===== config.mk =====
export PLATFORM = sky130hd
export DESIGN_NAME = periph_bridge
export DESIGN_NICKNAME = d
export VERILOG_FILES = /design/src/rtl/dbus_pkg.sv /design/src/rtl/periph_bridge.sv
export SDC_FILE = /design/constraint.sdc
export NUM_CORES = 1
export LEC_CHECK = 0
export ABC_AREA = 0
export BUFFER_PORTS_ARGS = -buffer_cell sky130_fd_sc_hd__buf_4
export CAP_MARGIN = 20
export CORE_MARGIN = 10
export CORE_UTILIZATION = 40
export CTS_CLUSTER_DIAMETER = 80
export CTS_CLUSTER_SIZE = 14
export DETAILED_ROUTE_END_ITERATION = 16
export GPL_ROUTABILITY_DRIVEN = 0
export PLACE_DENSITY = 0.86
export SLEW_MARGIN = 20
export SYNTH_ARGS = -nofsm -noshare
export SYNTH_HDL_FRONTEND = slang
export SYNTH_SLANG_ARGS = --single-unit

===== constraint.sdc =====
create_clock -name clk -period 1.66 [get_ports clk]
set_clock_uncertainty 0.1 [all_clocks]
set_input_delay 0.249 -clock clk [delete_from_list [all_inputs] [get_ports clk]]
set_output_delay 0.249 -clock clk [all_outputs]
set_load 0.01 [all_outputs]

===== src/rtl/dbus_pkg.sv =====
package dbus_pkg;

   localparam int RAM_WORDS       = 1024;
   localparam int RAM_ADDR_BITS   = $clog2(RAM_WORDS);
   localparam int IO_STALL_CYCLES = 2;
   localparam int IO_CNT_BITS     = $clog2(IO_STALL_CYCLES + 1);
   localparam int IRQ_SOURCES     = 4;
   localparam int GPIO_WIDTH      = 8;

   // system windows, compared against address bits 29 to 16
   localparam logic [13:0] PLIC_WINDOW  = 14'h0000;
   localparam logic [13:0] TIMER_WINDOW = 14'h0001;

   typedef struct packed {
      logic        ena;
      logic [3:0]  wstb;    // all zero for a read
      logic [31:0] addr;
      logic [31:0] wdata;
   } dbus_req_t;

   typedef struct packed {
      logic        stall;
      logic [31:0] rdata;
      logic        excpt;   // bad memory access
   } dbus_rsp_t;

   // narrow word bus for the system blocks
   typedef struct packed {
      logic        we;
      logic [3:0]  addr;    // word index
      logic [31:0] wdata;
   } sysbus_req_t;

   typedef enum logic [2:0] {
      REG_RAM,
      REG_IO,
      REG_PLIC,
      REG_TIMER,
      REG_NONE
   } region_e;

   typedef enum logic [1:0] {
      BR_IDLE,
      BR_ACCESS,
      BR_DONE
   } bridge_state_e;

endpackage


===== src/rtl/periph_bridge.sv =====
`timescale 1ns/1ps

module periph_bridge import dbus_pkg::*; (
   input  logic                  clk,
   input  logic                  arst_n,
   input  dbus_req_t             req,
   output dbus_rsp_t             rsp,
   input  logic [GPIO_WIDTH-1:0] gpio_in,
   output logic [GPIO_WIDTH-1:0] gpio_out
);

   bridge_state_e          state;
   logic [IO_CNT_BITS-1:0] cnt;            // stall cycles already spent
   logic [GPIO_WIDTH-1:0]  gpio_meta;
   logic [GPIO_WIDTH-1:0]  gpio_sync;
   logic [31:0]            scratch;
   logic [27:0]            offset;
   logic                   commit;

   assign offset = req.addr[29:2];
   assign commit = req.ena && (state == BR_DONE);

   always_ff @(posedge clk or negedge arst_n) begin
      if (!arst_n) begin
         state <= BR_IDLE;
         cnt   <= '0;
      end else begin
         case (state)
            BR_IDLE: begin
               if (req.ena) begin
                  cnt   <= IO_CNT_BITS'(1);
                  state <= (IO_STALL_CYCLES > 1) ? BR_ACCESS : BR_DONE;
               end
            end
            BR_ACCESS: begin
               if (!req.ena) begin
                  state <= BR_IDLE;
               end else if (cnt == IO_CNT_BITS'(IO_STALL_CYCLES - 1)) begin
                  state <= BR_DONE;
               end else begin
                  cnt <= cnt + 1'b1;
               end
            end
            default: state <= BR_IDLE;   // done lasts a single cycle
         endcase
      end
   end

   always_ff @(posedge clk or negedge arst_n) begin
      if (!arst_n) begin
         gpio_out <= '0;
      end else if (commit && offset == 28'd0 && req.wstb[0]) begin
         gpio_out <= req.wdata[GPIO_WIDTH-1:0];
      end
   end

   always_ff @(posedge clk) begin
      gpio_meta <= gpio_in;   // two-flop synchronizer for the input pins
      gpio_sync <= gpio_meta;
      for (int b = 0; b < 4; b++) begin
         if (commit && offset == 28'd2 && req.wstb[b]) begin
            scratch[8*b +: 8] <= req.wdata[8*b +: 8];
         end
      end
   end

   always_comb begin
      rsp       = '0;
      rsp.stall = req.ena && (state != BR_DONE);
      case (offset)
         28'd0:   rsp.rdata = 32'(gpio_out);
         28'd1:   rsp.rdata = 32'(gpio_sync);
         28'd2:   rsp.rdata = scratch;
         default: rsp.rdata = '0;
      endcase
   end

   a_done_needs_ena: assert property (@(posedge clk) disable iff (!arst_n)
      state == BR_DONE |-> req.ena)
      else $error("bridge reached done without a held request");

endmodule


==> results.py <==
metrics = {
    "status": {
        "outcome": "complete, but fails checks",
        "violations": "negative setup slack",
    },
    "final_layout": {
        "final_cells": 421,
        "syn_to_final_growth_pct": 93.7,
        "fillers": 284,
        "final_core_util": 0.795,
        "drive_above_1_share": 0.580,
        "fin_nets": 423,
    },
    "global_route": {
        "globalRouteOverflowTotal": 0,
        "globalRouteTotalUtil": 0.181,
        "grt_max_degree": 13,
        "grt_pass1_wl_mm": 12.1,
        "antenna_found_initial": 1,
        "grt_pass1_vias": 2208,
    },
    "floorplan": {
        "core_mm2": 0.00551,
        "die_x_um": 95.2,
        "io-pin-count": 121,
        "fp-row-count": 27,
        "initial_core_util": 0.410,
        "die_h_um": 95.2,
        "die-area_mm2": 0.00906,
    },
    "power": {
        "peakVddDrop_mv": 0.690,
        "p_per_area_mw_per_mm2": 772,
        "cellLeakagePower_nw": 1.92,
    },
    "yosys": {
        "yosysTopAreaCellShare": 0.425,
        "synth_seq_cells": 60,
        "ys_async_sr_fraction": 0.200,
        "syn_inst": 164,
        "ys_seq_area_frac": 0.700,
        "synthFlopType": "edfxtp_1",
        "yosysUniqueCellTypes": 29,
        "synth_top_area_cell": "edfxtp_1",
        "synth_most_common_cell": "edfxtp_1",
        "ys_warn_count": 0,
        "netlist_area_mm2": 0.00226,
        "synth-edff-count": 32,
        "synth_nets": 244,
        "ys_top_cells_by_area": "edfxtp_1 43%, dfxtp_1 14%, dfrtp_1 13%, and2_1 6.6%, mux2_2 4.0%",
        "ys_top_cells_by_count": "32 x edfxtp_1, 24 x and2_1, 19 x nor2_1",
        "syn_area_per_cell_um2": 13.8,
    },
    "sta": {
        "fin_ws_ns": -0.360,
        "rsz0062_at_grt": "yes",
        "drv_slew": 0,
        "worst_hold_slack_ns": 0.0356,
        "fin_crit_sh": 1.22,
        "period_needed_ns": 2.02,
        "setup_viol": 70,
        "finalHoldViolations": 0,
        "max_freq_ghz": 0.495,
    },
    "setup_path": {
        "r2r_end": "gpio_out[4]",
        "crit_arrival_ns": 1.67,
        "cp-endpoint": "rsp[21]",
        "r2r_start": "state[0]",
        "critPathKind": "in2out",
        "worst-r2r-setup-slack_ns": 0.01,
        "crit_path_end_kind": "output pin",
        "critical_path_required_ns": 1.31,
        "critPathMaxFanout": 8,
        "startpoint": "req[46]",
        "reg2regPathDepth": 5,
        "startpoint_type": "input port",
    },
    "clock_tree": {
        "clock_path_buffers": 2,
        "numCtsBuffers": 9,
        "clock_latency_ns": 0.33,
        "clock-sinks": 60,
        "cts_tree": "done",
        "clkTransAtPathRegs_ns": 0.06,
        "ctsRootBufferMaster": "clkbuf_8",
        "htree_num_levels": 3,
    },
    "hold_path": {
        "min_path_type": "in2reg",
    },
    "routing": {
        "detailroute.via_count": 2003,
        "drt-wirelength-per-cell_um": 20.3,
        "drt_iter0_markers": 111,
        "first_pass_iters": 4,
        "postRouteAntennaNets": 0,
        "drc_errors": 0,
        "wl_mm": 8.53,
        "viasPerCell": 4.76,
    },
    "placement": {
        "dp_hpwl_mm": 5.02,
        "placed_cells": 355,
        "io_buffers": 115,
    },
    "run": {
        "maxCapViolCount": 0,
    },
}
==> how the worst min path moves through the flow <==
stage,startpoint,end,cells after the start
after detailed placement,arst_n,gpio_out[1],1
final,req[4],scratch[4],1
after floorplan,arst_n,cnt[0],0
after global routing,req[4],scratch[4],1
after global placement,arst_n,gpio_out[6],1
after CTS,req[5],scratch[5],1
==> metrics by stage <==
| stage | power, mW | instance area, um2 | setup WS (ns) | setup TNS (ns) |
|---|---|---|---|---|
| 2_1_floorplan | 1.79 | 2380 | -0.117 | -7.18 |
| 3_3_place_gp | 1.97 | 3410 | -0.369 | -21.65 |
| 3_5_place_dp | 1.99 | 3410 | -0.390 | -23.29 |
| 4_1_cts | 3.36 | 4260 | -0.304 | -12.25 |
| 5_1_grt | 3.51 | 4380 | -0.417 | -19.41 |
| 6_report | 3.38 | 4380 | -0.360 | -15.86 |
==> critical path, stage by stage <==
cell and delay [ns]:
buf_6 0.10, nor4_4 0.26, nand4_1 0.23, nor3b_4 0.29, buf_12 0.18, buf_12 0.11, and2_4 0.14, buf_6 0.11
==> registers in the layout (all words and copies together), names as in the netlist <==
signal and flops:
scratch 32, gpio_meta 8, gpio_out 8, gpio_sync 8, cnt 2, state 2
==> power breakdown <==
part           internal, mW  switching, mW  total [mW]  leakage (nW)
Sequential             1.62         0.0244        1.64         0.584
Clock                 0.764          0.554        1.32         0.103
Combinational         0.256          0.163       0.419          1.23
Total                  2.64          0.741        3.38          1.92
==> logic make-up (layout without fill, tap and decap cells) <==
group | after synthesis | in the layout | synth area share
buf+inv | 9 | 193 | 0.0210
other cells | 1 | 2 | 0.00166
simple gates | 65 | 65 | 0.168
mux | 16 | 16 | 0.0753
fa+ha+maj | 1 | 1 | 0.00554
flops | 60 | 60 | 0.700
compound gates | 12 | 12 | 0.0288
==> cell type report <==
cell class                 instances  area [um2]  share of cell area
sequential                        60        1580               0.361
tap                               72        90.1              0.0206
antenna                            1        2.50            0.000572
inverter                           2        7.51             0.00172
clock inverter                     2        12.5             0.00286
timing repair buffer             175        1630               0.373
multi-input combinational         95         856               0.196
clock buffer                      14         195              0.0446
==> metal layers <==
metal | part of all wire | routed length (um) | global-route usage
met2 | 0.56 | 4790 | 0.343
met1 | 0.36 | 3050 | 0.177
met5 | 0 | 0 | 0
met3 | 0.056 | 477 | 0.0487
met4 | 0.024 | 206 | 0.0873
==> placed cells by master, fill, tap and decap left out, drive strengths merged, types with 2 or more instances in the layout <==
cell type,n
buf,134
dlygate4sd3,40
edfxtp,32
and2,24
nor2,19
dfxtp,16
clkbuf,15
dfrtp,12
a21oi,9
mux2i,8
mux2,8
nor4,6
and3,4
nand3,3
inv,2
==> what timing repair did <==
action | CTS | global route
endpoints found under the setup margin | 56 | 72
gates resized for setup | 56 | 19
buffers inserted | 8 | 0
pin swaps | 16 | 22
hold endpoints to repair | 50 | 1
hold buffers | 39 | 1
gates cloned | 0 | 1
Power figures use the tool's default switching activity.
