[config.mk]
export PLATFORM = sky130hd
export DESIGN_NAME = dmem_region_decoder
export DESIGN_NICKNAME = d
export VERILOG_FILES = /design/src/rtl/dbus_pkg.sv /design/src/rtl/dmem_region_decoder.sv
export SDC_FILE = /design/constraint.sdc
export NUM_CORES = 1
export LEC_CHECK = 0
export ABC_AREA = 1
export BUFFER_PORTS_ARGS = -buffer_cell sky130_fd_sc_hd__clkbuf_2
export CAP_MARGIN = 25
export CORE_AREA = 8 8 169 171
export DETAILED_ROUTE_END_ITERATION = 10
export DIE_AREA = 0 0 177 179
export GPL_ROUTABILITY_DRIVEN = 1
export MAX_ROUTING_LAYER = met4
export RECOVER_POWER = 50
export SYNTH_ARGS = -nofsm -noshare
export SYNTH_HDL_FRONTEND = slang
export SYNTH_SLANG_ARGS = --single-unit
[constraint.sdc]
create_clock -name vclk -period 1.4
set_clock_uncertainty 0.05 [all_clocks]
set_input_delay 0.07 -clock vclk [all_inputs]
set_output_delay 0.07 -clock vclk [all_outputs]
set_load 0.01 [all_outputs]
[src/rtl/dbus_pkg.sv]
package dbus_pkg;

   localparam int RAM_WORDS       = 1024;
   localparam int RAM_ADDR_BITS   = $clog2(RAM_WORDS);
   localparam int IO_STALL_CYCLES = 2;
   localparam int IO_CNT_BITS     = $clog2(IO_STALL_CYCLES + 1);
   localparam int IRQ_SOURCES     = 4;
   localparam int GPIO_WIDTH      = 8;

   // system windows, compared against address bits 29 to 16
   localparam logic [13:0] PLIC_WINDOW  = 14'h0000;
   localparam logic [13:0] TIMER_WINDOW = 14'h0001;

   typedef struct packed {
      logic        ena;
      logic [3:0]  wstb;    // all zero for a read
      logic [31:0] addr;
      logic [31:0] wdata;
   } dbus_req_t;

   typedef struct packed {
      logic        stall;
      logic [31:0] rdata;
      logic        excpt;   // bad memory access
   } dbus_rsp_t;

   // narrow word bus for the system blocks
   typedef struct packed {
      logic        we;
      logic [3:0]  addr;    // word index
      logic [31:0] wdata;
   } sysbus_req_t;

   typedef enum logic [2:0] {
      REG_RAM,
      REG_IO,
      REG_PLIC,
      REG_TIMER,
      REG_NONE
   } region_e;

   typedef enum logic [1:0] {
      BR_IDLE,
      BR_ACCESS,
      BR_DONE
   } bridge_state_e;

endpackage

[src/rtl/dmem_region_decoder.sv]
`timescale 1ns/1ps

module dmem_region_decoder import dbus_pkg::*; (
   input  dbus_req_t   req,
   output dbus_rsp_t   rsp,
   output dbus_req_t   ram_req,
   input  dbus_rsp_t   ram_rsp,
   output dbus_req_t   io_req,
   input  dbus_rsp_t   io_rsp,
   output sysbus_req_t plic_bus,
   input  logic [31:0] plic_rdata,
   output sysbus_req_t timer_bus,
   input  logic [31:0] timer_rdata
);

   region_e region;
   logic    sel_ram;
   logic    sel_io;
   logic    sel_plic;
   logic    sel_timer;

   // system blocks only see whole-word writes
   function automatic sysbus_req_t to_sysbus(dbus_req_t r);
      sysbus_req_t s;
      s.we    = r.ena & (|r.wstb);
      s.addr  = r.addr[5:2];
      s.wdata = r.wdata;
      return s;
   endfunction

   always_comb begin
      case (req.addr[31:30])
         2'b00:   region = REG_RAM;
         2'b10:   region = REG_IO;
         2'b11:   region = (req.addr[29:16] == PLIC_WINDOW)  ? REG_PLIC  :
                           (req.addr[29:16] == TIMER_WINDOW) ? REG_TIMER : REG_NONE;
         default: region = REG_NONE;   // region 01 is unmapped
      endcase
   end

   assign sel_ram   = req.ena && (region == REG_RAM);
   assign sel_io    = req.ena && (region == REG_IO);
   assign sel_plic  = req.ena && (region == REG_PLIC);
   assign sel_timer = req.ena && (region == REG_TIMER);

   // unselected targets get an all-zero request
   assign ram_req   = sel_ram   ? req            : '0;
   assign io_req    = sel_io    ? req            : '0;
   assign plic_bus  = sel_plic  ? to_sysbus(req) : '0;
   assign timer_bus = sel_timer ? to_sysbus(req) : '0;

   always_comb begin
      rsp = '0;
      if (req.ena) begin
         case (region)
            REG_RAM: begin
               rsp.stall = ram_rsp.stall;
               rsp.rdata = ram_rsp.rdata;
               rsp.excpt = ram_rsp.excpt & ~ram_rsp.stall;   // only on the completing cycle
            end
            REG_IO: begin
               rsp.stall = io_rsp.stall;
               rsp.rdata = io_rsp.rdata;
               rsp.excpt = io_rsp.excpt & ~io_rsp.stall;
            end
            REG_PLIC:  rsp.rdata = plic_rdata;
            REG_TIMER: rsp.rdata = timer_rdata;
            default:   rsp.excpt = 1'b1;   // completes at once with zero data
         endcase
      end
   end

   always_comb begin
      a_one_target: assert ($onehot0({ram_req.ena, io_req.ena, sel_plic, sel_timer}))
         else $error("more than one data target selected");
   end

endmodule

==> out/results.tsv, run 1 <==
stage	metric	value	unit
outcome	status	finished with violations	
outcome	failed_checks	negative setup slack	
die	die_h	179	um
detailed_routing	drtIter0Drc	174	
yosys	synth_cell_types	17	
detailed_routing	drtAntennaViolNets	0	
place	dp_hpwl	18920	um
die	core-area	25760	um2
detailed_routing	via_per_inst	4.015	
final_layout	drive_gt1_frac	0.5582	
final_layout	fill_cells	2888	
yosys	synth-simple-area-share	0.7006	
setup_path	path_cells	buf_6, nor2_4, nand3_2, nor2_4, buf_6, nand3_4, buf_12, buf_16, nor2_4, buf_6	
yosys	synth_compound_area_frac	0.006754	
yosys	synthTopCellsByArea	nor2_1, inv_1, nand2_1	
timing	fin_setup_tns	-1.065	ns
global_route	grt_pass1_wl	32090	um
global_route	antenna_found_initial	1	
min_path	hold_class	in2out	
global_route	grtUsageTotal	0.1315	
global_route	grt_pass1_vias	5830	
setup_path	critPathRequiredTime	1.28	ns
setup_path	cp-start-kind	input port	
die	start_util	0.1079	
power	power_density	183.0	nW/um2
timing	fin_hold_ws	0.3818	ns
final_layout	clkbuf_count	0	
setup_path	crit_fanout	7	
timing	finalWorstPathRequiredPeriod	1.445	ns
detailed_routing	drcViolationCount	0	
power	ir_drop	0.08229	mV
timing	post-route-period-util	1.032	
run	cap_viol_max_count	0	
final_layout	fin_cells	1461	
final_layout	fin_util	0.2799	
detailed_routing	drt-total-wl	26310	um
yosys	ys_seq_area_frac	0	
yosys	synth_top_area_share	0.2796	
global_route	grt_start_max_net_pins	43	
die	row_count	59	
setup_path	slowest_delay	0.18	ns
die	ioPinCount	447	
place	dp.cells	1422	
place	gp_congestion	0.8318	
yosys	muxShareOfSynthArea	0	
timing	final-hold-violation-count	0	
detailed_routing	dr_total_vias	5866	
yosys	yosysWarnings	0	
timing	setup_viol	64	
final_layout	nets	1328	
setup_path	path_class	in2out	
yosys	syn_inst	652	
power	total_power	1.320	mW
timing	slew_violations	0	
setup_path	worstPathArrival	1.32	ns
timing	setup_slack	-0.04460	ns
yosys	synth_top_area_cell	nor2_1	
place	io_buffers	444	
global_route	overflow	0	
final_layout	register_area	0	um2
timing	rsz0062_at_grt	yes	
timing	fmax	692.2	MHz
setup_path	endpoint_kind	output port	
power	power.leakage	4.443	nW
final_layout	syn_to_final_growth	159.5	%
die	die_w	177	um
detailed_routing	wl_per_cell	18.01	um
detailed_routing	firstDrtPassIters	5	
yosys	synth_top_family_by_area	simple AND/OR/NAND/NOR gates	
yosys	synth_fa_ha_area_frac	0	
yosys	avgSynthCellArea	4.262	um2
final_layout	seq_cell_count	0	
die	dieArea	31680	um2
yosys	synth_xor_xnor_area_share	0	
yosys	synth_area	2779	um2
setup_path	crit_slowest_cell	nor2_4	
-- metal layers --
| metal | up-vias | routed length (um) | GRT usage |
|---|---|---|---|
| met5 | - | 0 | - |
| met1 | 2651 | 9584 | 0.1399 |
| li1 | 2844 | - | - |
| met4 | 0 | 624 | 0.02837 |
| met3 | 44 | 2255 | 0.03243 |
| met2 | 327 | 13840 | 0.2424 |
-- what timing repair did --
item | CTS | global route
resized for setup | 70 | 291
cloned | 7 | 17
pin swaps | 8 | 33
setup endpoints to repair | 112 | 161
buffers inserted | 10 | 8
hold endpoints to repair | 0 | 0
hold buffers | 0 | 0
-- stage by stage --
step / worst slack (ns) / area, um2
3_3_place_gp: -0.2496 / 5524
5_1_grt: -0.1135 / 7212
6_report: -0.04460 / 7212
2_1_floorplan: 0.2275 / 2786
3_5_place_dp: -0.2345 / 5524
4_1_cts: -0.06350 / 6018
-- cell usage in the layout, fill, tap and decap left out, types with 6 or more instances in the layout --
cell / synthesis / layout
clkbuf_2: 0 / 316
nor2_1: 207 / 152
nand2_1: 137 / 129
inv_1: 138 / 126
buf_6: 7 / 67
nand3_1: 102 / 61
buf_2: 14 / 51
nor2_4: 2 / 44
nand3_2: 0 / 37
nor2_2: 13 / 26
buf_4: 13 / 26
clkbuf_1: 9 / 22
clkbuf_16: 0 / 14
buf_12: 0 / 14
inv_2: 0 / 9
nand2_2: 0 / 7
nand3_4: 2 / 6
buf_16: 0 / 6
-- where the power goes --
| part | total (mW) | internal (mW) | leakage (nW) | switching (mW) |
|---|---|---|---|---|
| Sequential | 0 | 0 | 0 | 0 |
| Clock | 0.0000000958 | 0.0000000958 | 0.00000634 | 0 |
| Combinational | 1.32 | 0.574 | 4.44 | 0.746 |
-- final timing paths --
path / start / endpoint / slack, ns / depth (start not counted)
worst min-delay path: req[47] / io_req[47] / 0.38 / 4
worst max-delay path: req[55] / timer_bus[18] / -0.04 / 10
-- final cells by class --
class,count,area (um2),area share
Multi-Input combinational cell,470,2585,0.3584
Antenna cell,1,2.502,0.0003470
Inverter,138,525.5,0.07287
Tap cell,335,419.2,0.05812
Timing Repair Buffer,517,3680,0.5102
-- synth_stat cells, drive strengths merged --
| library cell | n |
|---|---|
| nor2 | 222 |
| inv | 138 |
| nand2 | 137 |
| nand3 | 104 |
| buf | 37 |
| clkbuf | 9 |
| a21oi | 1 |
| a32oi | 1 |
| conb | 1 |
| nor4 | 1 |
| o21ai | 1 |
-- logic make-up (layout without fill, tap and decap cells) --
kind of cell,after synthesis,in the layout
AND/OR/NAND/NOR,464,464
buffers and inverters,184,655
AO/OA/AOI/OAI,3,3
other,1,4
-- worst max-delay path: cells and delay by family --
kind	cells	cell delay, ns
buf+inv	5	0.67
simple gates	5	0.57
No activity file was read; power rests on OpenSTA's default activity.
==> run 2: changes to the inputs <==
- SETUP_SLACK_MARGIN: not set -> 0.02
==> run 2 against run 1 <==
The flow still finishes with violations (negative setup slack). First-iteration DRC count grew 3.4%. Count of clock-buffer cells in the layout is the same. Setup slack lost 0.016 ns. Die area is the same. Non-clock buffer count grew 2. Via count grew 1.9%. Global-route usage is the same. Largest cell class unchanged.
==> out/results.tsv, run 2 (synthesis results as in run 1) <==
stage	metric	value	unit
power	clkPwrFrac	0	
detailed_routing	via_per_inst	4.086	
outcome	status	finished with violations	
final_layout	final_common_cell	clkbuf_2	
run	cap_viol_max_count	0	
global_route	grt_pass1_wl	32090	um
final_layout	mostFrequentLayoutCells	clkbuf_2, nor2_1, nand2_1	
detailed_routing	dr_total_vias	5978	
power	sw_frac_of_total	0.5662	
power	p_sw	0.7609	mW
setup_path	worstPathArrival	1.34	ns
power	total_power	1.344	mW
detailed_routing	drtAntennaViolNets	0	
die	start_util	0.1079	
final_layout	multi_input_area	2714	um2
die	die_h	179	um
die	core-area	25760	um2
place	gp_congestion	0.8318	
global_route	grtUsageTotal	0.1315	
detailed_routing	drt-total-wl	26750	um
place	io_buffers	444	
detailed_routing	drtIter0Drc	180	
place	pre_cts_ws	-0.2345	ns
timing	final-hold-violation-count	0	
setup_path	cp-start-kind	input port	
final_layout	final_area	7408	um2
min_path	min-delay-start	req[47]	
global_route	grt_start_max_net_pins	43	
min_path	min_path_cells	4	
final_layout	drive_gt1_frac	0.5954	
min_path	hold_end	io_req[47]	
detailed_routing	drcViolationCount	0	
setup_path	cp_num_buf_inv	5	
die	dieArea	31680	um2
final_layout	nets	1330	
setup_path	crit_slowest_cell	nor2_4	
final_layout	fill_cells	2847	
die	ioPinCount	447	
clocking	postCtsHoldBufs	0	
setup_path	path_cells	buf_8, nor2_4, nand3_2, nor2_4, buf_6, clkbuf_16, nand3_2, nand3_2, nand2_1, inv_1, buf_2	
setup_path	critPathRequiredTime	1.28	ns
final_layout	register_area	0	um2
setup_path	crit_fanout	8	
min_path	hold_class	in2out	
power	power_density	181.4	nW/um2
setup_path	slowest_delay	0.20	ns
final_layout	fin_util	0.2876	
global_route	overflow	0	
power	pwr-share-seq	0	
detailed_routing	firstDrtPassIters	4	
timing	slew_violations	0	
setup_path	cpLargestDelayFamily	simple AND/OR/NAND/NOR gates	
power	combPwrFrac	1.000	
final_layout	syn_to_final_growth	166.6	%
global_route	antenna_found_initial	1	
timing	rsz0062_at_grt	yes	
power	ir_drop	0.08287	mV
setup_path	path_class	in2out	
setup_path	cp_common_cell	nand3_2	
power	power.leakage	4.568	nW
timing	finalWorstPathRequiredPeriod	1.461	ns
final_layout	seq_cell_count	0	
timing	fmax	684.6	MHz
detailed_routing	wl_per_cell	18.29	um
setup_path	endpoint_kind	output port	
outcome	failed_checks	negative setup slack	
setup_path	startpoint	req[54]	
die	row_count	59	
timing	setup_viol	82	
timing	post-route-period-util	1.043	
power	p_int	0.5830	mW
timing	setup_slack	-0.06077	ns
die	die_w	177	um
global_route	grt_pass1_vias	5830	
final_layout	clkbuf_count	0	
place	place_area	5524	um2
place	dp_hpwl	18920	um
==> run 2: cell count changes in the layout (fill, tap and decap cells not counted), sizes merged <==
| cell | change |
|---|---|
| buf | +11 |
| clkbuf | -9 |
==> run 2: how the worst max path moves through the flow <==
stage                   endpoint  slack (ns)  depth (start not counted)
floorplan             io_req[26]        0.23                          7
global placement          rsp[1]       -0.25                         10
detailed placement        rsp[1]       -0.23                         10
CTS                      rsp[25]       -0.06                         11
global route        plic_bus[11]       -0.13                          9
finish                   rsp[30]       -0.06                         11
==> run 2: cell type report <==
cell class,instances,area share
inverter,138,0.07127
multi-input combinational,470,0.3663
timing repair buffer,519,0.5055
antenna,1,0.0003378
tap,335,0.05658
==> run 2: power by group through the flow <==
stage / sequential [mW] / combinational (mW) / clock (mW)
after floorplan: 0 / 0.465 / 0
after global placement: 0 / 1.08 / 0
after detailed placement: 0 / 1.09 / 0
after CTS: 0 / 1.13 / 0
after global routing: 0 / 1.46 / 0.0000000955
final: 0 / 1.34 / 0.0000000958
==> run 2: through the flow <==
| step | TNS (ns) | cells | hold WS, ns |
|---|---|---|---|
| 2_1_floorplan | 0 | 654 | 0.1990 |
| 3_3_place_gp | -12.46 | 1422 | 0.3790 |
| 3_5_place_dp | -13.18 | 1422 | 0.3827 |
| 4_1_cts | -3.264 | 1438 | 0.3845 |
| 5_1_grt | -9.068 | 1463 | 0.4104 |
| 6_report | -2.387 | 1463 | 0.3817 |
==> run 2: routing by layer <==
| layer | vias up | GRT usage | routed length, um |
|---|---|---|---|
| met5 | - | - | 0 |
| met4 | 0 | 0.02837 | 884 |
| met3 | 56 | 0.03243 | 2297 |
| met2 | 347 | 0.2424 | 13960 |
| met1 | 2725 | 0.1399 | 9611 |
| li1 | 2850 | - | - |
==> run 2: what timing repair did <==
item                                    in CTS  in global routing
pin swaps                                    8                 32
resized for setup                           70                331
buffers inserted                            10                  9
cloned                                       7                 16
endpoints found under the setup margin     139                171
