$ cat src/rtl/dbus_pkg.sv
package dbus_pkg;

   localparam int RAM_WORDS       = 1024;
   localparam int RAM_ADDR_BITS   = $clog2(RAM_WORDS);
   localparam int IO_STALL_CYCLES = 2;
   localparam int IO_CNT_BITS     = $clog2(IO_STALL_CYCLES + 1);
   localparam int IRQ_SOURCES     = 4;
   localparam int GPIO_WIDTH      = 8;

   // system windows, compared against address bits 29 to 16
   localparam logic [13:0] PLIC_WINDOW  = 14'h0000;
   localparam logic [13:0] TIMER_WINDOW = 14'h0001;

   typedef struct packed {
      logic        ena;
      logic [3:0]  wstb;    // all zero for a read
      logic [31:0] addr;
      logic [31:0] wdata;
   } dbus_req_t;

   typedef struct packed {
      logic        stall;
      logic [31:0] rdata;
      logic        excpt;   // bad memory access
   } dbus_rsp_t;

   // narrow word bus for the system blocks
   typedef struct packed {
      logic        we;
      logic [3:0]  addr;    // word index
      logic [31:0] wdata;
   } sysbus_req_t;

   typedef enum logic [2:0] {
      REG_RAM,
      REG_IO,
      REG_PLIC,
      REG_TIMER,
      REG_NONE
   } region_e;

   typedef enum logic [1:0] {
      BR_IDLE,
      BR_ACCESS,
      BR_DONE
   } bridge_state_e;

endpackage

$ cat src/rtl/irq_ctrl.sv
`timescale 1ns/1ps

module irq_ctrl import dbus_pkg::*; (
   input  logic                   clk,
   input  logic                   arst_n,
   input  sysbus_req_t            bus,
   output logic [31:0]            rdata,
   input  logic [IRQ_SOURCES-1:0] irq_src,
   output logic                   irq_ext
);

   logic [IRQ_SOURCES-1:0] pending;
   logic [IRQ_SOURCES-1:0] enable;
   logic [IRQ_SOURCES-1:0] clear;

   // writing ones clears pending bits unless their source is still high
   assign clear = (bus.we && bus.addr == 4'd0) ? bus.wdata[IRQ_SOURCES-1:0] : '0;

   always_ff @(posedge clk or negedge arst_n) begin
      if (!arst_n) begin
         pending <= '0;
         enable  <= '0;
      end else begin
         pending <= (pending & ~clear) | irq_src;
         if (bus.we && bus.addr == 4'd1) begin
            enable <= bus.wdata[IRQ_SOURCES-1:0];
         end
      end
   end

   always_comb begin
      case (bus.addr)
         4'd0:    rdata = 32'(pending);
         4'd1:    rdata = 32'(enable);
         default: rdata = '0;
      endcase
   end

   assign irq_ext = |(pending & enable);

endmodule

$ cat config.mk
export PLATFORM = sky130hd
export DESIGN_NAME = irq_ctrl
export DESIGN_NICKNAME = d
export VERILOG_FILES = /design/src/rtl/dbus_pkg.sv /design/src/rtl/irq_ctrl.sv
export SDC_FILE = /design/constraint.sdc
export NUM_CORES = 1
export LEC_CHECK = 0
export CELL_PAD_IN_SITES_DETAIL_PLACEMENT = 2
export CELL_PAD_IN_SITES_GLOBAL_PLACEMENT = 2
export CORE_UTILIZATION = 33
export CTS_BUF_LIST = sky130_fd_sc_hd__clkbuf_4 sky130_fd_sc_hd__clkbuf_8
export DETAILED_ROUTE_END_ITERATION = 12
export DONT_BUFFER_PORTS = 1
export GPL_TIMING_DRIVEN = 0
export PLACE_DENSITY_LB_ADDON = 0.3
export SYNTH_ARGS = -nofsm -noshare
export SYNTH_HDL_FRONTEND = slang
export SYNTH_SLANG_ARGS = --single-unit
$ cat constraint.sdc
create_clock -name clk -period 2.3 [get_ports clk]
set_clock_uncertainty 0.1 [all_clocks]
set_input_delay 0.345 -clock clk [delete_from_list [all_inputs] [get_ports clk]]
set_output_delay 0.345 -clock clk [all_outputs]
set_load 0.005 [all_outputs]
==> summary.md, run 1 <==
| Metric | Value |
|---|---|
| Die area | `2170 um2` |
| Design Power | `0.391 mW` |
| Most frequent cells in the layout | `buf_4 (28), conb_1 (28), dfrtp_1 (8)` |
| PortBufs | `0` |
| Syn_area_per_cell | `10.2 um2` |
| Via count | `480` |
| Power Dens Cells | `477 nW/um2` |
| Post-synthesis mux area share | `15.3%` |
| Critical path class | `in2out` |
| Largest family of logic cells by synthesized area | `buffers and inverters` |
| # clock sinks | `8` |
| Detailed Route Iter0 Violations | `2` |
| CP Max Fanout | `4` |
| Fmax achieved | `671 MHz` |
| Crit path max-delay family | `simple AND/OR/NAND/NOR gates` |
| Min-delay worst type | `in2reg` |
| Lkg Pwr | `0.458 nW` |
| DRC | `0` |
| Core Region | `1800 um2` |
| Count of unique library cells instantiated by Yosys | `14` |
| GPL Wtd Cong | `0.661` |
| Maximum VDD drop | `197 uV` |
| Post-Synth XOR/XNOR Area | `0%` |
| Fin. max-slew vios | `0` |
| Multi-input gate area | `342 um2` |
| Synth Area in Adders | `0%` |
| Hold Vio Cnt, Final | `0` |
| R2R depth | `1` |
| Status | `finished clean` |
| Worst skew pair latency | `0.25 ns` |
| Startpoint Class | `input pin` |
| Share of the synthesized area in the top cell type | `32.1%` |
| H-tree levels | `1` |
| Fin nets | `140` |
| RSZ-0062 raised after global routing | `no` |
| Max Cap Viol | `0` |
| Antenna viol nets, final | `0` |
| Placed Cells | `116` |
| Initial Utilization | `36.4%` |
| Synth warn | `0` |
| CP cell instances | `or3_2 -> nor2_1` |
| Routed WL | `1.38 mm` |
| CP bufs+invs | `0` |
| Minimum clock period | `1.49 ns` |
| Required @ worst endpoint | `1.86 ns` |
| Global route overflow | `0` |
| Compound-Gate Fraction of Synth Area | `6.87%` |
| CTS max path bufs | `2` |
| Ant diodes | `0` |
| First-pass GRT wire length | `2.02 mm` |
| Synth area leaders | `buf_4 (32%), dfrtp_1 (31%), mux2_4 (9.2%), mux2i_1 (6.1%), a21o_1 (4.6%)` |
| Fin Hold WS | `0.0822 ns` |
| Slowest cell on the critical path | `or3_2` |
| TritonRoute pass-1 iters | `2` |
| DIE HEIGHT | `46.6 um` |
| Storage cell area | `200 um2` |
| Fin crit share | `64.8%` |
| Layout fillers | `217` |
| Die Wd | `46.6 um` |
| HPWL after DPL | `1.20 mm` |
| Vias per inst | `4.00` |
| CP Data Arrival Time | `1.05 ns` |
| Sequential-to-total area share from yosys stat | `30.5%` |
| Num ports | `76` |
| Synth Register Bits | `8` |
| Hold Path Cell Cnt | `1` |
| Synthesized area | `656 um2` |
| Crit end category | `output port` |
| Gr usage total | `13.8%` |
| Setup violators final | `0` |
| Worst-path clk slew | `0.06 ns` |
| Area leader, netlist | `buf_4` |
| Area delta synth->final | `25.2%` |
| Max incr delay on CP | `0.52 ns` |
| Gate Count Post-Synth | `64` |
| Final std cells w/o fill | `120` |
| Total CTS buffers | `3` |
| Simple-gate share of the synthesized area | `13.9%` |
| Wirelength per Cell | `11.5 um` |
| Setup TNS | `0 ns` |
| Vias in the first global route | `509` |
| Largest net degree at the start of global routing | `10` |
| Clock root cell | `clkbuf_4` |
| FP Rows | `15` |
| Levels on crit path | `2` |
| Final design utilization | `45.6%` |
| Antenna violations before repair | `0` |
| CTS tree | `built` |
| Share of layout cells above drive strength 1 | `41.1%` |
==> per-layer routing <==
| metal | up-vias | wire length [um] | global-route usage [%] |
|---|---|---|---|
| li1 | 219 | - | - |
| met1 | 224 | 521 | 13.7 |
| met2 | 35 | 698 | 24.7 |
| met3 | 2 | 150 | 4.71 |
| met4 | 0 | 13 | 7.06 |
| met5 | - | 0 | 0 |
==> state kept, by name (all words and copies together), names as in the netlist <==
signal   count
enable       4
pending      4
==> report_power, final <==
group          total [mW]  switching (mW)  leakage (nW)  internal, mW
logic               0.109          0.0412         0.360        0.0680
registers           0.174          0.0159        0.0844         0.158
clock network       0.108          0.0481        0.0138        0.0597
total               0.391           0.105         0.458         0.286
==> metrics by stage <==
stage	cell area, um2	setup slack [ns]
floorplan	757	0.873
global placement	788	0.820
detailed placement	788	0.796
CTS	821	0.799
global route	821	0.793
finish	821	0.809
==> timing repair <==
item                                    CTS  global route
endpoints found under the setup margin    0             0
endpoints found under the hold margin     8             0
hold buffers                              1             0
buffers inserted                          0             0
gates resized for setup                   0             0
==> cell usage after synthesis <==
library cell and instances:
nor4b_4 1, mux2_4 4, or3_2 1, nand2_4 1, dfrtp_1 8, a22oi_1 2, nor2_1 4, mux2i_1 4
conb_1 1, a21o_1 4, buf_4 28, nand2_1 1, buf_2 1, nand3b_1 4
==> final timing paths <==
check | end | startpoint | slack, ns
hold / removal | pending[0]$_DFF_PN0_ | irq_src[0] | 0.08
hold reg to reg | pending[1]$_DFF_PN0_ | pending[1]$_DFF_PN0_ | 0.42
min in group asynchronous | pending[1]$_DFF_PN0_ | arst_n | 0.33
setup / recovery | rdata[1] | bus[33] | 0.81
setup reg to reg | enable[2]$_DFFE_PN0P_ | enable[2]$_DFFE_PN0P_ | 1.41
max in group asynchronous | pending[3]$_DFF_PN0_ | arst_n | 1.50
==> kinds of logic (layout without fill, tap and decap cells) <==
logic type,after synthesis,after routing
buffers and inverters,29,33
flip-flops,8,8
AO/OA/AOI/OAI,6,6
AND/OR/NAND/NOR,12,12
other,1,28
multiplexers,8,8
==> final cells by class <==
class                      count  share of cell area (%)
multi-input combinational     54                    41.6
buffer                        29                    26.2
sequential                     8                    24.4
tap                           25                    3.81
clock buffer                   3                    2.74
timing repair buffer           1                    1.22
(Power assumes the default switching activity.)
==> run 2, diff against run 1 <==
--- a/config.mk
+++ b/config.mk
@@ -7,7 +7,7 @@
 export LEC_CHECK = 0
 export CELL_PAD_IN_SITES_DETAIL_PLACEMENT = 2
 export CELL_PAD_IN_SITES_GLOBAL_PLACEMENT = 2
-export CORE_UTILIZATION = 33
+export CORE_UTILIZATION = 30
 export CTS_BUF_LIST = sky130_fd_sc_hd__clkbuf_4 sky130_fd_sc_hd__clkbuf_8
 export DETAILED_ROUTE_END_ITERATION = 12
 export DONT_BUFFER_PORTS = 1
==> constraint.sdc (replaced) <==
create_clock -name clk -period 1.5 [get_ports clk]
set_clock_uncertainty 0.1 [all_clocks]
set_input_delay 0.225 -clock clk [delete_from_list [all_inputs] [get_ports clk]]
set_output_delay 0.225 -clock clk [all_outputs]
set_load 0.005 [all_outputs]
==> run 2 against run 1 <==
Count of clock-buffer cells in the layout is the same; power up 54%; sequential power increased by 54%; combinational power rose by 62%; sequential cell count stayed put; non-clock buffer count is 4 higher; global-route usage is 0.74 points higher; final cell count rose by 5.0%; largest power group unchanged.
==> summary.md, run 2 (same netlist as run 1, synthesis figures left out) <==
| Metric | Value |
|---|---|
| Status | `finished clean (unchanged)` |
| RSZ-0062 raised after global routing | `no (unchanged)` |
| Hold_buf cts | `5 (was 1)` |
| Multi-input gate area | `342 um2 (unchanged)` |
| Die Wd | `48.8 um (was 46.6 um)` |
| Fin crit share | `84.1%` |
| Antenna viol nets, final | `0 (unchanged)` |
| Share of layout cells above drive strength 1 | `39.4% (was 41.1%)` |
| Lkg Pwr | `0.475 nW (was 0.458 nW)` |
| Clock root cell | `clkbuf_4 (unchanged)` |
| Most frequent cells in the layout | `buf_4 (28), conb_1 (28), dfrtp_1 (8) (unchanged)` |
| Max Cap Viol | `0 (unchanged)` |
| Crit path max-delay family | `flip-flops (was simple AND/OR/NAND/NOR gates)` |
| Die area | `2380 um2 (was 2170 um2)` |
| First-pass GRT wire length | `2.47 mm (was 2.02 mm)` |
| DRC | `0 (unchanged)` |
| Initial Utilization | `32.8% (was 36.4%)` |
| Crit end category | `output port (unchanged)` |
| Startpoint Class | `flop (was input pin)` |
| CTS max path bufs | `2 (unchanged)` |
| Setup TNS | `0 ns (unchanged)` |
| Required @ worst endpoint | `1.17 ns (was 1.86 ns)` |
| CP Data Arrival Time | `0.94 ns (was 1.05 ns)` |
| H-tree levels | `1 (unchanged)` |
| Storage cell area | `200 um2 (unchanged)` |
| Layout fillers | `245 (was 217)` |
| Slowest cell on the critical path | `dfrtp_1 (was or3_2)` |
| Worst skew pair latency | `0.25 ns (about the same)` |
| Max incr delay on CP | `0.40 ns (was 0.52 ns)` |
| Area delta synth->final | `31.7% (was 25.2%)` |
| # clock sinks | `8 (unchanged)` |
| Num ports | `76 (unchanged)` |
| Fmax achieved | `793 MHz` |
| Largest net degree at the start of global routing | `10 (unchanged)` |
| CP Max Fanout | `3 (was 4)` |
| DP Worst Slack | `0.125 ns (was 0.796 ns)` |
| Post CTS Setup Buffer Count | `0 (unchanged)` |
| Post-CTS Resized | `0 (unchanged)` |
| Ant diodes | `0 (unchanged)` |
| Min-delay worst type | `in2reg (unchanged)` |
| Wirelength per Cell | `12.1 um (was 11.5 um)` |
| TritonRoute pass-1 iters | `1 (was 2)` |
| Gr usage total | `14.5% (was 13.8%)` |
| Fin Hold WS | `0.0234 ns (was 0.0822 ns)` |
| FP Rows | `16 (was 15)` |
| GPL Wtd Cong | `0.692 (was 0.661)` |
| Antenna violations before repair | `0 (unchanged)` |
| Routed WL | `1.52 mm (was 1.38 mm)` |
| Worst-path clk slew | `0.05 ns (was 0.06 ns)` |
| Fin nets | `144 (was 140)` |
| Vias in the first global route | `480 (was 509)` |
| CP bufs+invs | `0 (unchanged)` |
| Total CTS buffers | `3 (unchanged)` |
| Hold Vio Cnt, Final | `0 (unchanged)` |
| Critical path class | `reg2out (was in2out)` |
| Largest registers | `enable: 4 flops, pending: 4 flops (unchanged)` |
| CP cell instances | `a22oi_1 -> nand2_1 (was or3_2 -> nor2_1)` |
| Setup violators final | `0 (unchanged)` |
| Fin. max-slew vios | `0 (unchanged)` |
| Vias per inst | `3.86 (was 4.00)` |
| PortBufs | `0 (unchanged)` |
| Core Region | `2000 um2 (was 1800 um2)` |
| Maximum VDD drop | `277 uV (was 197 uV)` |
| Global route overflow | `0 (unchanged)` |
| Minimum clock period | `1.26 ns` |
| Post-route setup slack | `0.239 ns (was 0.809 ns)` |
| Via count | `486 (was 480)` |
| Detailed Route Iter0 Violations | `0 (was 2)` |
| HPWL after DPL | `1.28 mm (was 1.20 mm)` |
| CTS tree | `built (unchanged)` |
| Power Dens Cells | `700 nW/um2 (was 477 nW/um2)` |
| DIE HEIGHT | `48.8 um (was 46.6 um)` |
run 2: changes by cell type in the layout (fill, tap and decap cells not counted), sizes merged:
cell	delta
dlygate4sd3	+4
run 2: cell type report:
class	instances	area share, %
plain buffers	29	24.9
clock buffers	3	2.61
multi-input cells	54	39.6
flip-flops and latches	8	23.2
well taps	27	3.91
repair buffers	5	5.80
run 2: per-layer routing:
layer	vias to the layer above	part of all wire (%)	track usage [%]
li1	230	-	-
met1	227	39	16.9
met2	29	51	24.1
met3	0	9.5	4.09
met4	0	0	7.35
met5	-	0	0
run 2: report_power, final:
group	switching (mW)	internal, mW
Sequential	0.0248	0.243
Combinational	0.0661	0.111
Clock	0.0679	0.0912
run 2: final timing paths:
path	start	endpoint	slack, ns	cells after the start
worst max-delay path	pending[3]$_DFF_PN0_	irq_ext	0.24	2
worst min-delay path	bus[0]	enable[0]$_DFFE_PN0P_	0.02	1
worst max register to register	enable[1]$_DFFE_PN0P_	enable[1]$_DFFE_PN0P_	0.61	1
worst min register to register	pending[1]$_DFF_PN0_	pending[1]$_DFF_PN0_	0.41	1
max in group asynchronous	arst_n	pending[3]$_DFF_PN0_	0.77	1
min in group asynchronous	arst_n	enable[0]$_DFFE_PN0P_	0.24	1
run 2: metrics by stage:
step / power, mW / cells / area, um2 / utilization, %
detailed placement: 0.427 / 118 / 791 / 39.5
finish: 0.604 / 126 / 863 / 43.1
global placement: 0.421 / 118 / 791 / 39.5
global route: 0.652 / 126 / 863 / 43.1
CTS: 0.608 / 126 / 863 / 43.1
floorplan: 0.408 / 91 / 757 / -
