## src/rtl/dbus_pkg.sv

```systemverilog
package dbus_pkg;

   localparam int RAM_WORDS       = 1024;
   localparam int RAM_ADDR_BITS   = $clog2(RAM_WORDS);
   localparam int IO_STALL_CYCLES = 2;
   localparam int IO_CNT_BITS     = $clog2(IO_STALL_CYCLES + 1);
   localparam int IRQ_SOURCES     = 4;
   localparam int GPIO_WIDTH      = 8;

   // system windows, compared against address bits 29 to 16
   localparam logic [13:0] PLIC_WINDOW  = 14'h0000;
   localparam logic [13:0] TIMER_WINDOW = 14'h0001;

   typedef struct packed {
      logic        ena;
      logic [3:0]  wstb;    // all zero for a read
      logic [31:0] addr;
      logic [31:0] wdata;
   } dbus_req_t;

   typedef struct packed {
      logic        stall;
      logic [31:0] rdata;
      logic        excpt;   // bad memory access
   } dbus_rsp_t;

   // narrow word bus for the system blocks
   typedef struct packed {
      logic        we;
      logic [3:0]  addr;    // word index
      logic [31:0] wdata;
   } sysbus_req_t;

   typedef enum logic [2:0] {
      REG_RAM,
      REG_IO,
      REG_PLIC,
      REG_TIMER,
      REG_NONE
   } region_e;

   typedef enum logic [1:0] {
      BR_IDLE,
      BR_ACCESS,
      BR_DONE
   } bridge_state_e;

endpackage

```

## src/rtl/mach_timer.sv

```systemverilog
`timescale 1ns/1ps

module mach_timer import dbus_pkg::*; (
   input  logic        clk,
   input  logic        arst_n,
   input  sysbus_req_t bus,
   output logic [31:0] rdata,
   output logic        irq_timer
);

   logic [63:0] mtime;
   logic [63:0] mtimecmp;

   always_ff @(posedge clk or negedge arst_n) begin
      if (!arst_n) begin
         mtime     <= '0;
         mtimecmp  <= '1;   // far future, so no interrupt out of reset
         irq_timer <= 1'b0;
      end else begin
         irq_timer <= (mtime >= mtimecmp);
         if (bus.we && bus.addr == 4'd0) begin
            mtime[31:0] <= bus.wdata;
         end else if (bus.we && bus.addr == 4'd1) begin
            mtime[63:32] <= bus.wdata;
         end else begin
            mtime <= mtime + 64'd1;
         end
         if (bus.we && bus.addr == 4'd2) begin
            mtimecmp[31:0] <= bus.wdata;
         end
         if (bus.we && bus.addr == 4'd3) begin
            mtimecmp[63:32] <= bus.wdata;
         end
      end
   end

   always_comb begin
      case (bus.addr)
         4'd0:    rdata = mtime[31:0];
         4'd1:    rdata = mtime[63:32];
         4'd2:    rdata = mtimecmp[31:0];
         4'd3:    rdata = mtimecmp[63:32];
         default: rdata = '0;
      endcase
   end

   a_mtime_step: assert property (@(posedge clk) disable iff (!arst_n)
      !(bus.we && bus.addr[3:1] == 3'd0) |=> mtime == $past(mtime) + 64'd1)
      else $error("mtime did not advance by one");

endmodule

```

## config.mk

```make
export PLATFORM = sky130hd
export DESIGN_NAME = mach_timer
export DESIGN_NICKNAME = d
export VERILOG_FILES = /design/src/rtl/dbus_pkg.sv /design/src/rtl/mach_timer.sv
export SDC_FILE = /design/constraint.sdc
export NUM_CORES = 1
export LEC_CHECK = 0
export BUFFER_PORTS_ARGS = -buffer_cell sky130_fd_sc_hd__buf_2
export CAP_MARGIN = 20
export CORE_ASPECT_RATIO = 1.25
export CORE_MARGIN = 10
export CORE_UTILIZATION = 25
export DETAILED_ROUTE_END_ITERATION = 10
export PLACE_DENSITY_LB_ADDON = 0.08
export SYNTH_ARGS = -nofsm -noshare
export SYNTH_HDL_FRONTEND = slang
export SYNTH_SLANG_ARGS = --single-unit
```

## constraint.sdc

```tcl
create_clock -name clk -period 1.9 [get_ports clk]
set_input_delay 0.38 -clock clk [delete_from_list [all_inputs] [get_ports clk]]
set_output_delay 0.38 -clock clk [all_outputs]
set_load 0.01 [all_outputs]
```

==> results.cfg, run 1 <==
[cts]
root_buffer = clkbuf_16
clkTransAtPathRegs_ns = 0.06
clk_latency_ns = 0.45
htree_levels = 4
tritoncts = done
cts.sinks = 129
cts_inserted_buffers = 17
cts_max_path_buffers = 2

[timing]
relSlewSlack_pct = 58.2
slew_viol_final = 0
finalCritPeriodShare_pct = 124
finalSetupViolations = 72
grt_setup_unrepaired = yes
period_needed_ns = 2.36
hold_viol = 0
max_freq_mhz = 423
tightest_slew_ns = 0.621
setup_slack_ns = -0.463
fin_skew_ns = 0.00725
hold_slack_ns = 0.206

[synth]
synth_cell_types = 70
async_flop_share_pct = 100
synth.area.top_cells = dfstp_2 (18%), dfrtp_1 (18%), ha_1 (8.9%)
yosysTopAreaCell = dfstp_2
netlist_area_um2 = 9160
netlist.area_leader.share_pct = 18.4
ys.flop_type = dfrtp_1
synth_edf_count = 0
yosysMostFrequentCell = a21oi_1
syn_nets = 1091
ys_seq_area_share_pct = 36.1
synth.avg_cell_area_um2 = 9.28
netlist_top_cells_count = a21oi_1 (73), inv_1 (70), dfrtp_1 (65), ha_1 (65), dfstp_2 (64)
yosys_warnings = 0
synth-seq-cells = 129
syn_inst = 987

[drt]
first_pass_iters = 4
via_per_inst = 5.00
drc_errors = 0
ant_nets = 0
num_vias = 9316
drt-initial-drc-count = 420
wl_per_cell_um = 22.2
drt_wl_total_mm = 41.5

[placement]
hpwl_mm = 30.2
gp_congestion = 0.831
place_ws_ns = -0.992
dpl_cell_area_um2 = 12300
io_buffers = 71

[hold_path]
hold_path_class = in2reg

[layout]
antenna_cells = 0
area_growth_pct = 68.6
drive_above_1_share_pct = 60.0
fin_nets = 1475
fin_area_um2 = 15500

[floorplanning]
initial_core_util_pct = 25.3
ios = 72
placeableCoreArea_um2 = 36200
rows = 78
die_w_um = 191
die_h_um = 234
die-area_um2 = 44800

[grt]
grt_remaining_overflow = 0
grt_pass1_vias = 9979
grt_usage_pct = 18.5
antenna_found_initial = 0
grt_max_degree = 40
grt_pass1_wl_mm = 62.0

[pwr]
ir_drop_v = 0.000625
cellPowerDensity_nw_per_um2 = 933
total_leakage_power_uw = 0.00672
power_uw = 14400

[worst_setup_path]
critPathLaunchType = flip-flop
arrival_ns = 2.75
cp_max_fo = 3
cp.required_ns = 2.28
end_kind = flip-flop
criticalPathCategory = reg2reg

[outcome]
violations = setup timing
status = complete, but fails checks

[flow_run]
drv_cap = 0
repair_timing:
action / CTS / global route
cloned: 6 / 2
resized for setup: 273 / 168
hold buffers: 1 / 0
setup buffers: 41 / 37
pin swaps: 108 / 112
hold endpoints to repair: 12 / 0
setup endpoints to repair: 79 / 88
report_power, final:
group	total (uW)	internal (uW)	switching [uW]
registers	4260	3650	612
logic	6260	3190	3080
clock network	3890	2520	1370
total	14400	9360	5060
worst paths after layout:
check | endpoint | slack, ns | cells past startpoint | startpoint
max | irq_timer | -0.46 | 8 | mtimecmp[34]
min | mtime[14] | 0.21 | 3 | bus[14]
max reg2reg | irq_timer | -0.46 | 8 | mtimecmp[34]
min reg2reg | mtimecmp[44] | 0.50 | 2 | mtimecmp[44]
max in group asynchronous | mtimecmp[59] | 0.76 | 3 | arst_n
min in group asynchronous | mtime[2] | 0.42 | 2 | arst_n
cells by family after synthesis:
| logic type | after synthesis | share of synthesized area [%] |
|---|---|---|
| buf+inv | 126 | 5.93 |
| xor+xnor | 12 | 1.15 |
| flops | 129 | 36.1 |
| fa+ha+maj | 65 | 8.88 |
| compound gates | 269 | 18.8 |
| mux | 97 | 11.4 |
| simple gates | 289 | 17.7 |
registers in the layout, summed over array words and instances, names as in the netlist:
name / cells
mtimecmp: 64
mtime: 64
irq_timer: 1
critical path: stages, from the launching register on:
cell and delay (ns):
dfstp_2 0.53, inv_2 0.05, ha_4 0.26, nand4_1 0.19, nor4_4 0.51, nand4_1 0.26, a31oi_2 0.25, o311ai_1 0.13
nand3_1 0.10
through the flow:
stage	setup TNS (ns)	util [%]	cells
2_1_floorplan	-2.93	-	987
3_3_place_gp	-14.34	34.1	1770
3_5_place_dp	-14.30	34.1	1770
4_1_cts	-7.41	40.1	1841
5_1_grt	-12.48	42.7	1864
6_report	-6.57	42.7	1864
layout by cell type, fill, tap and decap left out, drive strengths merged, types with 3 or more instances in the layout:
| cell type | synthesis | final |
|---|---|---|
| nor4 | 21 | 21 |
| a31oi | 12 | 12 |
| nor2 | 57 | 57 |
| nand3 | 39 | 39 |
| clkinv | 0 | 4 |
| o21a | 3 | 3 |
| clkbuf | 30 | 24 |
| mux2 | 62 | 62 |
| a21oi | 73 | 73 |
| a22oi | 33 | 33 |
| or3 | 5 | 5 |
| or2 | 3 | 3 |
| mux2i | 35 | 35 |
| buf | 26 | 417 |
| a311oi | 7 | 7 |
| a21o | 14 | 14 |
| nand2 | 63 | 63 |
| a211o | 5 | 5 |
| inv | 70 | 70 |
| xnor2 | 10 | 10 |
| a211oi | 17 | 17 |
| o21ba | 3 | 3 |
| and3 | 15 | 15 |
| bufinv | 0 | 6 |
| ha | 65 | 65 |
| o31ai | 5 | 5 |
| o221a | 5 | 5 |
| dfrtp | 65 | 65 |
| o22ai | 8 | 8 |
| dfstp | 64 | 64 |
| o21ai | 64 | 64 |
| nor2b | 9 | 9 |
| nor3 | 20 | 20 |
| nand4 | 26 | 26 |
| and4 | 12 | 12 |
| and2 | 9 | 9 |
| o32ai | 3 | 3 |
layer usage:
layer,vias to the layer above,share of wire (%),global-route usage [%]
li1,4476,-,-
met1,4637,44,22.5
met2,151,51,31.9
met3,52,2.6,2.73
met4,0,3.0,7.70
met5,-,0,0
area by class of cell:
cell class              instances  area (um2)
repair buffers                421        3830
clock buffers                  21         460
multi-input cells             732        6760
flip-flops and latches        129        3330
inverters                      70         263
well taps                     480         601
fillers                      3550       20800
clock inverters                11         208
Note: power is estimated with default switching activity, not from simulation.
==> run 2, diff against run 1 <==
--- a/config.mk
+++ b/config.mk
@@ -7,10 +7,13 @@
 export LEC_CHECK = 0
 export BUFFER_PORTS_ARGS = -buffer_cell sky130_fd_sc_hd__buf_2
 export CAP_MARGIN = 20
+export CELL_PAD_IN_SITES_DETAIL_PLACEMENT = 2
+export CELL_PAD_IN_SITES_GLOBAL_PLACEMENT = 2
 export CORE_ASPECT_RATIO = 1.25
 export CORE_MARGIN = 10
 export CORE_UTILIZATION = 25
 export DETAILED_ROUTE_END_ITERATION = 10
+export GPL_ROUTABILITY_DRIVEN = 0
 export PLACE_DENSITY_LB_ADDON = 0.08
 export SYNTH_ARGS = -nofsm -noshare
 export SYNTH_HDL_FRONTEND = slang
==> constraint.sdc (replaced) <==
create_clock -name clk -period 3.03 [get_ports clk]
set_input_delay 0.606 -clock clk [delete_from_list [all_inputs] [get_ports clk]]
set_output_delay 0.606 -clock clk [all_outputs]
set_load 0.01 [all_outputs]
==> run 2 against run 1 <==
The flow now finishes without violations; utilization decreased by 12 points; first-iteration DRC count decreased by 19%; non-clock buffer count decreased by 293; sequential share of layout area increased by 8.6 points; register-to-register slack improved by 0.71 ns; hold slack got worse by 0.10 ns; power decreased by 50%; global-route usage decreased by 0.41 points; clock power decreased by 47%; flip-flop and latch count unchanged; critical endpoint is now rdata[8]; highest routed layer is now met5.
==> results.cfg, run 2 (synthesis results as in run 1) <==
[timing]
slew_viol_final = 0
grt_setup_unrepaired = no
period_needed_ns = 2.90
finalCritPeriodShare_pct = 95.6
fin_tns_setup_ns = 0
finalSetupViolations = 0
relSlewSlack_pct = 48.3
max_freq_mhz = 345
hold_viol = 0
hold_slack_ns = 0.102
fin_skew_ns = 0.00791
tightest_slew_ns = 0.769

[cts]
tritoncts = done
postCtsSetupBuffers = 0
cts-hold-fix-buffers = 0
htree_levels = 4
cts.sinks = 129
cts_resized = 0
clkTransAtPathRegs_ns = 0.06
root_buffer = clkbuf_16
clk_latency_ns = 0.45
cts_max_path_buffers = 2
cts_inserted_buffers = 17

[placement]
io_buffers = 71
placedCellCount = 1539
hpwl_mm = 29.4

[floorplanning]
die_h_um = 234
placeableCoreArea_um2 = 36200
initial_core_util_pct = 25.3
die-area_um2 = 44800
die_w_um = 191
rows = 78
ios = 72

[pwr]
ir_drop_v = 0.000421
cellPowerDensity_nw_per_um2 = 659
total_leakage_power_uw = 0.00465

[drt]
drc_errors = 0
first_pass_iters = 4
via_per_inst = 5.31
wl_per_cell_um = 25.1
ant_nets = 0
num_vias = 8342
drt-initial-drc-count = 339
drt_wl_total_mm = 39.5

[grt]
grt_max_degree = 41
grt_remaining_overflow = 0
grt_pass1_vias = 9181
antenna_found_initial = 2
grt_usage_pct = 18.1
grt_pass1_wl_mm = 60.7

[worst_setup_path]
end_kind = primary output
critPathLaunchType = input pin
cp.required_ns = 2.42
criticalPathCategory = in2out
cp_max_fo = 32
arrival_ns = 2.29
r2r_slack_ns = 0.25

[hold_path]
hold_path_class = in2async

[layout]
area_growth_pct = 19.5
fin_nets = 1182
antenna_cells = 0
reg_top3 = mtime x64, mtimecmp x64, irq_timer x1
drive_above_1_share_pct = 29.5
mostFrequentLayoutCells = a21oi_1 (73), inv_1 (70), buf_2 (69)
fillers = 4081
final_cells = 1571
mostFrequentLayoutCell = a21oi_1

[outcome]
status = complete, no violations

[flow_run]
drv_cap = 0
==> run 2: changes by cell type in the layout (fill, tap and decap cells not counted), moves of 28 or more <==
| cell | before | now |
|---|---|---|
| buf_4 | 240 | 52 |
| buf_6 | 82 | 1 |
| o21ai_0 | 19 | 63 |
| a22oi_1 | 5 | 33 |
| a22oi_2 | 28 | 0 |
==> run 2: critical path, cell delays in order <==
cell and delay, ns:
buf_2 0.14, or3_1 0.37, buf_4 0.29, o21ai_0 0.61, buf_2 0.26
==> run 2: per-layer routing <==
layer / track usage (%) / part of all wire, %
met1: 21.8 / 44
met2: 32.5 / 52
met3: 2.68 / 2.7
met4: 5.11 / 1.6
met5: 0 / 0.033
==> run 2: per-stage QoR <==
stage | area, um2 | utilization [%] | total power (uW) | setup WS, ns
after floorplan | 9160 | - | 4150 | 0.475
after global placement | 10400 | 28.7 | 5170 | 0.109
after detailed placement | 10400 | 28.7 | 5240 | 0.0836
after CTS | 11000 | 30.2 | 7380 | 0.0816
after global routing | 11000 | 30.2 | 7790 | 0.0951
final | 11000 | 30.2 | 7220 | 0.134
==> run 2: cell type report <==
cell class                 instances  area, um2  share of cell area, %
multi-input combinational        732       5350                   48.8
clock inverter                     6       55.1                  0.503
timing repair buffer             128        867                   7.92
tap                              480        601                   5.48
inverter                          70        263                   2.40
clock buffer                      26        509                   4.65
sequential                       129       3310                   30.2
==> run 2: where the power goes <==
part / leakage, uW / internal [uW] / switching [uW]
Combinational: 0.00299 / 1010 / 1340
Clock: 0.000284 / 1230 / 835
Sequential: 0.00138 / 2280 / 532
==> run 2: worst paths after layout <==
path                                      to  cells past startpoint    startpoint
worst max register to register     mtime[48]                      7      mtime[0]
max in group asynchronous       mtimecmp[38]                      2        arst_n
worst min register to register  mtimecmp[44]                      2  mtimecmp[44]
worst max-delay path                rdata[8]                      5       bus[35]
worst min-delay path               mtime[30]                      1        arst_n
min in group clk                mtimecmp[21]                      2       bus[21]
==> run 3, diff against run 2 <==
--- a/config.mk
+++ b/config.mk
@@ -15,6 +15,7 @@
 export DETAILED_ROUTE_END_ITERATION = 10
 export GPL_ROUTABILITY_DRIVEN = 0
 export PLACE_DENSITY_LB_ADDON = 0.08
+export SETUP_SLACK_MARGIN = 0.05
 export SYNTH_ARGS = -nofsm -noshare
 export SYNTH_HDL_FRONTEND = slang
 export SYNTH_SLANG_ARGS = --single-unit
==> constraint.sdc (replaced) <==
create_clock -name clk -period 3.2 [get_ports clk]
set_input_delay 0.64 -clock clk [delete_from_list [all_inputs] [get_ports clk]]
set_output_delay 0.64 -clock clk [all_outputs]
set_load 0.01 [all_outputs]
==> run 3 against run 2 <==
Sequential power down 4%; global-route usage down 0.37 points; largest cell class unchanged; die area unchanged; register-to-register slack better by 0.21 ns; clock power up 3%; via count down 1.4%; critical endpoint is now irq_timer; first-iteration DRC count up 1.8%; final area down 0.80%; cell count down 0.95%; hold slack better by 0.097 ns.
==> results.cfg, run 3 (synthesis results as in run 1) <==
[worst_setup_path]
ff2ff_path_depth = 9
arrival_ns = 3.12
r2r_end = irq_timer
critPathLaunchType = flip-flop
end_kind = flip-flop
criticalPathCategory = reg2reg
rr_startpoint = mtimecmp[38]
r2r_slack_ns = 0.46
cp_max_fo = 3
cp.required_ns = 3.58

[floorplanning]
initial_core_util_pct = 25.3
die-area_um2 = 44800
die_h_um = 234
die_w_um = 191
placeableCoreArea_um2 = 36200
rows = 78
ios = 72

[cts]
cts_inserted_buffers = 17
cts_max_path_buffers = 2
cts.sinks = 129
postCtsSetupBuffers = 0
clk_latency_ns = 0.46
htree_levels = 4
root_buffer = clkbuf_16
cts_resized = 0
cts-hold-fix-buffers = 0
tritoncts = done
clkTransAtPathRegs_ns = 0.07

[placement]
io_buffers = 71
hpwl_mm = 28.7

[drt]
num_vias = 8225
drc_errors = 0
ant_nets = 0
via_per_inst = 5.29
wl_per_cell_um = 24.7
first_pass_iters = 4
drt_wl_total_mm = 38.4
drt-initial-drc-count = 345

[layout]
mostFrequentLayoutCells = a21oi_1 (73), inv_1 (70), buf_2 (69)
area_growth_pct = 18.6
multi_input_area_um2 = 5350
final_util_pct = 30.0
drive_above_1_share_pct = 28.9
fin_nets = 1168
fillers = 4093
reg_top3 = mtime x64, mtimecmp x64, irq_timer x1
seq_area_um2 = 3310
antenna_cells = 0
mostFrequentLayoutCell = a21oi_1

[timing]
hold_viol = 0
finalCritPeriodShare_pct = 85.5
fin_skew_ns = 0.0106
period_needed_ns = 2.74
tightest_slew_ns = 0.710
grt_setup_unrepaired = no
relSlewSlack_pct = 52.2
slew_viol_final = 0
max_freq_mhz = 365
finalSetupViolations = 0
fin_tns_setup_ns = 0

[grt]
grt_remaining_overflow = 0
grt_pass1_vias = 9086
grt_max_degree = 65
grt_pass1_wl_mm = 59.5
grt_usage_pct = 17.7
antenna_found_initial = 0

[hold_path]
hold_path_class = in2async

[flow_run]
drv_cap = 0

[pwr]
ir_drop_v = 0.000288
cellPowerDensity_nw_per_um2 = 635
total_leakage_power_uw = 0.00457

[outcome]
status = complete, no violations
## run 3: final cells by class
cell class	count	area share, %
inverter	70	2.42
tap	480	5.53
timing repair buffer	114	6.78
sequential	129	30.5
multi-input combinational	732	49.2
clock buffer	17	3.92
clock inverter	14	1.67
## run 3: power by group
group	internal, uW	switching, uW	leakage [uW]
Combinational	903	1170	0.00291
Clock	1230	884	0.000283
Sequential	2160	545	0.00138
## run 3: worst max-delay path by stage
stage,start,to,slack (ns),depth (start not counted)
3_5_place_dp,mtimecmp[38],irq_timer,0.44,9
5_1_grt,mtime[0],mtime[32],0.35,7
4_1_cts,mtimecmp[38],irq_timer,0.41,9
6_report,mtimecmp[38],irq_timer,0.46,9
2_1_floorplan,bus[32],rdata[10],0.58,5
3_3_place_gp,mtimecmp[38],irq_timer,0.40,9
## run 3: metal layers
metal / global-route usage, % / routed length [um]
met5: 0 / 0
met4: 5.57 / 724
met3: 2.11 / 681
met2: 32.0 / 20200
met1: 21.4 / 16800
## run 3: critical path, cell delays in order, from the launching register on
cell and delay, ns:
dfstp_2 0.54, inv_1 0.06, ha_1 0.32, nand4_1 0.23
nor4_1 0.44, buf_4 0.23, nand4_1 0.21, a31oi_1 0.29
o311ai_0 0.17, nand3_1 0.14
## run 3: per-stage QoR
step                hold slack [ns]  setup WS, ns  area, um2  instances  power (uW)
floorplan                     0.344         0.577       9160        987        3930
global placement              0.478         0.398      10300       1525        4810
detailed placement            0.501         0.444      10300       1525        4860
CTS                           0.219         0.412      10900       1556        7040
global route                  0.251         0.353      10900       1556        7440
finish                        0.199         0.463      10900       1556        6900
